<file path="src/minerPkg.sv">
package minerPkg;

	typedef logic [31:0] word32;
	typedef logic [255:0] digest256;
	typedef logic [511:0] block512;
	typedef logic [639:0] header640;
	typedef logic [31:0] nonce32;
	typedef logic [6:0] roundCount;

	// which of the three message blocks is being compressed.
	typedef enum logic [1:0] {
		passFirst,
		passSecond,
		passFinal
	} passState;

	// chaining words, a in the top bits so the struct reads as a digest.
	typedef struct packed {
		word32 a;
		word32 b;
		word32 c;
		word32 d;
		word32 e;
		word32 f;
		word32 g;
		word32 h;
	} hashState;

	localparam hashState initHash = '{
		a: 32'h6a09e667,
		b: 32'hbb67ae85,
		c: 32'h3c6ef372,
		d: 32'ha54ff53a,
		e: 32'h510e527f,
		f: 32'h9b05688c,
		g: 32'h1f83d9ab,
		h: 32'h5be0cd19
	};

	// sixteen leading zero bits, compared against the byte-reversed digest.
	localparam digest256 difficultyTarget = {16'h0000, {240{1'b1}}};

	// one load cycle, 64 rounds and one add cycle.
	localparam roundCount passCycles = 7'd66;

endpackage

</file>
<file path="src/blockAssembler.sv">
`timescale 1ns/10ps

module blockAssembler import minerPkg::*; (
	input logic clock,
	input logic rstN,
	input header640 header,
	input nonce32 nonce,
	input logic attemptStart,
	input passState pass,
	input digest256 firstDigest,
	output block512 block
);

	header640 headerReg;
	nonce32 nonceReg;
	block512 blockOne;
	block512 blockTwo;
	block512 blockFinal;

	// inputs are sampled once per attempt, so later changes wait for the next one.
	always_ff @(posedge clock or negedge rstN) begin
		if (!rstN) begin
			headerReg <= '0;
			nonceReg <= '0;
		end else if (attemptStart) begin
			headerReg <= header;
			nonceReg <= nonce;
		end
	end

	assign blockOne = headerReg[639:128];

	// the header's own nonce field is dropped and the latched nonce takes its place.
	assign blockTwo = {headerReg[127:32], nonceReg, 1'b1, 319'b0, 64'd640};

	assign blockFinal = {firstDigest, 1'b1, 191'b0, 64'd256}; // second hash covers 256 bits.

	always_comb begin
		case (pass)
			passFirst: block = blockOne;
			passSecond: block = blockTwo;
			default: block = blockFinal;
		endcase
	end

endmodule

</file>
<file path="src/sha256Core.sv">
`timescale 1ns/10ps

module sha256Core import minerPkg::*; (
	input logic clock,
	input logic rstN,
	input roundCount round,
	input block512 block,
	input hashState chainIn,
	output hashState chainOut
);

	localparam word32 roundK [64] = '{
		32'h428a2f98, 32'h71374491, 32'hb5c0fbcf, 32'he9b5dba5,
		32'h3956c25b, 32'h59f111f1, 32'h923f82a4, 32'hab1c5ed5,
		32'hd807aa98, 32'h12835b01, 32'h243185be, 32'h550c7dc3,
		32'h72be5d74, 32'h80deb1fe, 32'h9bdc06a7, 32'hc19bf174,
		32'he49b69c1, 32'hefbe4786, 32'h0fc19dc6, 32'h240ca1cc,
		32'h2de92c6f, 32'h4a7484aa, 32'h5cb0a9dc, 32'h76f988da,
		32'h983e5152, 32'ha831c66d, 32'hb00327c8, 32'hbf597fc7,
		32'hc6e00bf3, 32'hd5a79147, 32'h06ca6351, 32'h14292967,
		32'h27b70a85, 32'h2e1b2138, 32'h4d2c6dfc, 32'h53380d13,
		32'h650a7354, 32'h766a0abb, 32'h81c2c92e, 32'h92722c85,
		32'ha2bfe8a1, 32'ha81a664b, 32'hc24b8b70, 32'hc76c51a3,
		32'hd192e819, 32'hd6990624, 32'hf40e3585, 32'h106aa070,
		32'h19a4c116, 32'h1e376c08, 32'h2748774c, 32'h34b0bcb5,
		32'h391c0cb3, 32'h4ed8aa4a, 32'h5b9cca4f, 32'h682e6ff3,
		32'h748f82ee, 32'h78a5636f, 32'h84c87814, 32'h8cc70208,
		32'h90befffa, 32'ha4506ceb, 32'hbef9a3f7, 32'hc67178f2
	};

	function automatic word32 bigSigma0(input word32 x);
		return {x[1:0], x[31:2]} ^ {x[12:0], x[31:13]} ^ {x[21:0], x[31:22]};
	endfunction

	function automatic word32 bigSigma1(input word32 x);
		return {x[5:0], x[31:6]} ^ {x[10:0], x[31:11]} ^ {x[24:0], x[31:25]};
	endfunction

	function automatic word32 smallSigma0(input word32 x);
		return {x[6:0], x[31:7]} ^ {x[17:0], x[31:18]} ^ (x >> 3);
	endfunction

	function automatic word32 smallSigma1(input word32 x);
		return {x[16:0], x[31:17]} ^ {x[18:0], x[31:19]} ^ (x >> 10);
	endfunction

	hashState work;
	hashState nextWork;
	word32 [15:0] blkWords;
	word32 [15:0] sched; // sched[15] is the oldest schedule word.
	word32 expanded;
	word32 wt;
	word32 t1;
	word32 t2;
	logic [3:0] wordIdx;
	logic [5:0] kIdx;
	logic compress;

	assign compress = (round != '0) && (round < passCycles - 7'd1);
	assign wordIdx = 4'(round - 7'd1);
	assign kIdx = 6'(round - 7'd1);

	assign blkWords = block; // blkWords[15] is the first message word.

	assign expanded = smallSigma1(sched[1]) + sched[6] + smallSigma0(sched[14]) + sched[15];

	// the first sixteen rounds read the block directly.
	assign wt = (round <= 7'd16) ? blkWords[~wordIdx] : expanded;

	always_comb begin
		t1 = work.h + bigSigma1(work.e) + ((work.e & work.f) ^ (~work.e & work.g))
			+ roundK[kIdx] + wt;
		t2 = bigSigma0(work.a) + ((work.a & work.b) ^ (work.a & work.c) ^ (work.b & work.c));
		nextWork.a = t1 + t2;
		nextWork.b = work.a;
		nextWork.c = work.b;
		nextWork.d = work.c;
		nextWork.e = work.d + t1;
		nextWork.f = work.e;
		nextWork.g = work.f;
		nextWork.h = work.g;
	end

	always_ff @(posedge clock or negedge rstN) begin
		if (!rstN) begin
			work <= '0;
		end else if (round == '0) begin
			work <= chainIn;
		end else if (compress) begin
			work <= nextWork;
		end
	end

	always_ff @(posedge clock) begin
		if (compress) begin
			sched <= {sched[14:0], wt};
		end
	end

	// only meaningful in the last cycle of a pass.
	always_comb begin
		chainOut.a = chainIn.a + work.a;
		chainOut.b = chainIn.b + work.b;
		chainOut.c = chainIn.c + work.c;
		chainOut.d = chainIn.d + work.d;
		chainOut.e = chainIn.e + work.e;
		chainOut.f = chainIn.f + work.f;
		chainOut.g = chainIn.g + work.g;
		chainOut.h = chainIn.h + work.h;
	end

endmodule

</file>
<file path="src/minerControl.sv">
`timescale 1ns/10ps

module minerControl import minerPkg::*; (
	input logic clock,
	input logic rstN,
	input hashState chainOut,
	output passState pass,
	output roundCount round,
	output hashState chainIn,
	output digest256 firstDigest,
	output logic attemptStart,
	output logic finalValid
);

	hashState midState;
	logic lastRound;

	assign lastRound = (round == passCycles - 7'd1);

	// the pass advances on each wrap of the round counter.
	always_ff @(posedge clock or negedge rstN) begin
		if (!rstN) begin
			round <= '0;
			pass <= passFirst;
		end else if (lastRound) begin
			round <= '0;
			case (pass)
				passFirst: pass <= passSecond;
				passSecond: pass <= passFinal;
				default: pass <= passFirst;
			endcase
		end else begin
			round <= round + 7'd1;
		end
	end

	// chaining value after block one, then the first digest after block two.
	always_ff @(posedge clock) begin
		if (lastRound && pass == passFirst) begin
			midState <= chainOut;
		end
		if (lastRound && pass == passSecond) begin
			firstDigest <= chainOut;
		end
	end

	// the second hash starts over from the initial words.
	assign chainIn = (pass == passSecond) ? midState : initHash;

	assign attemptStart = (pass == passFirst) && (round == '0);
	assign finalValid = (pass == passFinal) && lastRound;

endmodule

</file>
<file path="src/targetCheck.sv">
`timescale 1ns/10ps

module targetCheck import minerPkg::*; (
	input logic clock,
	input logic rstN,
	input logic finalValid,
	input digest256 digest,
	output digest256 satisfactoryHash,
	output logic hashSuccess,
	output logic ledControl,
	output logic attemptDone
);

	digest256 reversedDigest;
	logic belowTarget;

	// the chain reports hashes as little-endian numbers, so the byte order flips.
	assign reversedDigest = {<<8{digest}};
	assign belowTarget = reversedDigest < difficultyTarget;

	always_ff @(posedge clock or negedge rstN) begin
		if (!rstN) begin
			satisfactoryHash <= '0;
			hashSuccess <= 1'b0;
			ledControl <= 1'b0;
			attemptDone <= 1'b0;
		end else begin
			hashSuccess <= finalValid && belowTarget;
			attemptDone <= finalValid;
			if (finalValid) begin
				satisfactoryHash <= digest;
			end
			if (finalValid && belowTarget) begin
				ledControl <= 1'b1; // stays lit until reset.
			end
		end
	end

endmodule

</file>
<file path="src/minerTop.sv">
`timescale 1ns/10ps

module minerTop import minerPkg::*; (
	input logic clock,
	input logic rstN,
	input header640 blockHeader,
	input nonce32 nonce,
	output digest256 satisfactoryHash,
	output logic hashSuccess,
	output logic ledControl,
	output logic attemptDone
);

	passState pass;
	roundCount round;
	hashState chainIn;
	hashState chainOut;
	digest256 firstDigest;
	block512 block;
	logic attemptStart;
	logic finalValid;

	blockAssembler assembler0 (
		.clock(clock),
		.rstN(rstN),
		.header(blockHeader),
		.nonce(nonce),
		.attemptStart(attemptStart),
		.pass(pass),
		.firstDigest(firstDigest),
		.block(block)
	);

	sha256Core core0 (
		.clock(clock),
		.rstN(rstN),
		.round(round),
		.block(block),
		.chainIn(chainIn),
		.chainOut(chainOut)
	);

	minerControl control0 (
		.clock(clock),
		.rstN(rstN),
		.chainOut(chainOut),
		.pass(pass),
		.round(round),
		.chainIn(chainIn),
		.firstDigest(firstDigest),
		.attemptStart(attemptStart),
		.finalValid(finalValid)
	);

	targetCheck check0 (
		.clock(clock),
		.rstN(rstN),
		.finalValid(finalValid),
		.digest(chainOut),
		.satisfactoryHash(satisfactoryHash),
		.hashSuccess(hashSuccess),
		.ledControl(ledControl),
		.attemptDone(attemptDone)
	);

endmodule

</file>
<file path="config.mk">
export PLATFORM = sky130hd
export DESIGN_NAME = minerTop
export DESIGN_NICKNAME = d
export VERILOG_FILES = /design/src/minerPkg.sv /design/src/blockAssembler.sv /design/src/sha256Core.sv /design/src/minerControl.sv /design/src/targetCheck.sv /design/src/minerTop.sv
export SDC_FILE = /design/constraint.sdc
export NUM_CORES = 2
export LEC_CHECK = 0
export BUFFER_PORTS_ARGS = -buffer_cell sky130_fd_sc_hd__buf_2
export CAP_MARGIN = 20
export CORE_UTILIZATION = 49
export CTS_CLUSTER_SIZE = 20
export DETAILED_ROUTE_END_ITERATION = 16
export PLACE_DENSITY = 0.67
export SLEW_MARGIN = 30
export SYNTH_ARGS = -nofsm -noshare
export SYNTH_HDL_FRONTEND = slang
export SYNTH_SLANG_ARGS = --single-unit
</file>
<file path="constraint.sdc">
create_clock -name clock -period 36.8 [get_ports clock]
set_input_delay 5.52 -clock clock [delete_from_list [all_inputs] [get_ports clock]]
set_output_delay 5.52 -clock clock [all_outputs]
set_load 0.01 [all_outputs]
</file>
==> impl_metrics.py <==
metrics = {
    "floorplan": {
        "placementRows": 177,
        "io-pin-count": 933,
        "core_area_um2": 233000,
        "die-area_um2": 236000,
        "die_h_um": 486,
        "die-width_um": 486,
        "initial_core_util_pct": 49.3,
    },
    "grt": {
        "grt_pass1_wl_um": 674000,
        "gr-usage-met3_pct": 11.4,
        "grt_util_met1_pct": 52.2,
        "grt_start_max_net_pins": 200,
        "globalRouteOverflowTotal": 0,
        "first_global_vias": 86700,
        "gr-usage-all-layers_pct": 41.0,
        "antenna_found_initial": 137,
        "use_met2_pct": 59.9,
        "grt.busiest_layer": "met2",
    },
    "timing": {
        "hold_violations": 0,
        "timing.final.crit_period_ps": 12940,
        "worst_clock_skew_ps": 154,
        "worst-slew-pin-transition_ps": 1170,
        "timing.setup.tns_ps": 0,
        "max_slew_margin_pct": 21.0,
        "finalSetupViolCount": 0,
        "fin_crit_sh_pct": 35.2,
        "final_max_slew_viol_count": 0,
        "grt_setup_unrepaired": "no",
        "upper_clock_frequency_limit_mhz": 77.3,
    },
    "setup_path": {
        "critical_path.n_buffers_inverters": 6,
        "critPathArrivalTime_ps": 13690,
        "critPathCaptureType": "register",
        "timing.critical_path.max_delay_family": "adder cells",
        "critical_path_class": "reg2reg",
        "cp_slowest_cell": "dfrtp_1",
        "crit_path_max_incr_delay_ps": 910,
        "startpoint_type": "register",
        "critical_path_required_ps": 37540,
        "critical_path.max_fanout": 52,
        "worst_path_most_repeated_cell": "a21oi_1",
    },
    "clock_network": {
        "path_clk_slew_ps": 60,
        "clock_tree.htree_level_count": 4,
        "tritoncts": "done",
        "number_of_buffers_inserted_for_hold_repair_after_clock_tree_synthesis": 0,
        "clockBufferDepth": 3,
        "clk_latency_ps": 980,
        "cts_repair_resize_count": 0,
        "cts-root-buf": "clkbuf_16",
        "cts_post_setup_buffers_inserted": 0,
        "tritoncts.num_buffers": 232,
        "clock_sinks": 2188,
    },
    "synth": {
        "synth_area_um2": 115000,
        "synth_enable_flop_cells": 1024,
        "synthFlopType": "dfrtp_1",
        "net_count_after_synthesis": 11300,
        "synthesis.instances": 10000,
        "synth.yosys.seq_area_share_pct": 52.2,
        "async_reset_ff_share_pct": 53.2,
        "post_synth_num_cell_types": 108,
        "synth_area_leaders": "edfxtp_1 27%, dfrtp_1 25%, mux2_2 6.4%, nand2_1 4.4%, ha_1 4.3%",
        "top_cell_type_s_share_of_synthesized_area_pct": 26.8,
        "syn-mean-instance-area_um2": 11.5,
        "postSynthRegisterBits": 2188,
        "yosysTopAreaCell": "edfxtp_1",
        "yosysWarningCount": 0,
    },
    "routing": {
        "drt.antenna.violating_nets": 0,
        "route.detailed.drc": 0,
        "viasPerCell": 6.33,
        "vias": 91000,
        "wl_per_cell_um": 34.2,
        "first_iter_violations": 12700,
        "totalWireLength_um": 492000,
        "drt-pass1-iter-count": 7,
    },
    "run_status": {
        "status": "finished clean",
    },
    "run": {
        "cap_violations": 0,
    },
    "cells_and_area": {
        "areaGrowthSynthToFinish_pct": 15.9,
        "layout_common_cells": "1357 x nand2_1, 1161 x dfrtp_1, 1024 x edfxtp_1",
        "layout.cells.most_common": "nand2_1",
        "final_net_count": 12200,
        "drive_gt1_share_pct": 22.9,
    },
    "hold_path": {
        "timing.hold.worst.class": "reg2reg",
    },
    "placement": {
        "final_weighted_congestion_in_routability_driven_placement": 1.05,
        "numPortBuffers": 900,
        "dpl.hpwl_um": 378000,
    },
}
-- state kept, by name, summed over array words and instances, names as in the netlist, 2 cells and up --
register	flops
assembler0.headerReg	608
control0.round	7
core0.work	64
control0.firstDigest	256
assembler0.nonceReg	32
control0.pass	2
check0.satisfactoryHash	256
core0.nextWork	192
control0.midState	256
core0.sched	512
-- cells in the mapped netlist, types with 49 or more instances --
cell type     n
mux2i_1     111
a21oi_1     542
a211oi_1     60
xnor2_1     442
nand4_1      93
inv_1       459
o21a_1       64
o211ai_1     49
nand2b_1    181
xor2_1      137
fa_1        196
a22oi_1     259
nand3_1     143
dfrtp_1    1164
buf_1        52
nand2_1    1360
clkbuf_1    463
nor3_1      110
nor2_1      416
and2_1      142
ha_1        394
edfxtp_1   1024
mux2_2      657
a21o_1      126
mux4_2      123
a221oi_1    142
o21ai_0     469
-- final timing paths --
kind | from | end | slack [ps] | depth (start not counted)
worst min register to register | core0.sched[90]$_DFFE_PP_ | core0.sched[122]$_DFFE_PP_ | 350 | 0
worst max-delay path | control0.round[1]$_DFF_PN0_ | core0.nextWork[223]$_DFFE_PN0P_ | 23860 | 40
max in group asynchronous | rstN | assembler0.headerReg[613]$_DFFE_PN0P_ | 28850 | 5
worst min-delay path | core0.sched[90]$_DFFE_PP_ | core0.sched[122]$_DFFE_PP_ | 350 | 0
min in group asynchronous | rstN | assembler0.headerReg[197]$_DFFE_PN0P_ | 4550 | 1
worst max register to register | control0.round[1]$_DFF_PN0_ | core0.nextWork[223]$_DFFE_PN0P_ | 23860 | 40
-- logic make-up after synthesis --
family	count (synthesis)	share of synthesized area [%]
and+or+nand+nor	2658	10.5
DFF	2188	52.2
AOI/OAI and AO/OA	2094	11.9
buffers and inverters	998	3.29
muxes	892	9.84
adders and majority gates	608	7.87
xor gates and xnor gates	581	4.45
-- stage by stage --
step                      std cells  hold slack, ps  utilization [%]  instance area (um2)  worst slack, ps
after CTS                     14200             353             57.0               133000            24120
after global routing          14300             361             57.1               133000            23490
after floorplan               10000             400                -               115000            19130
after global placement        13800             400             53.4               124000            24200
final                         14400             353             57.2               133000            23860
after detailed placement      13800             405             53.5               124000            24270
-- metal layers --
metal,wire length (um),up-vias,part of all wire [%]
li1,-,38000,-
met1,183000,45900,37
met2,211000,5686,43
met3,53800,1328,11
met4,42700,52,8.7
met5,563,-,0.11
-- final cells by class --
class	count	area [um2]
tap	3132	3920
clock inverter	116	1560
fill	19700	99700
clock buffer	326	6560
timing repair buffer	1196	7010
sequential	2188	59900
multi-input combinational	6833	52100
antenna	114	285
inverter	463	1760
Power is left out: the tool's default activity adds up to more than one toggle a clock period on the data nets, which glitch-free logic cannot reach.
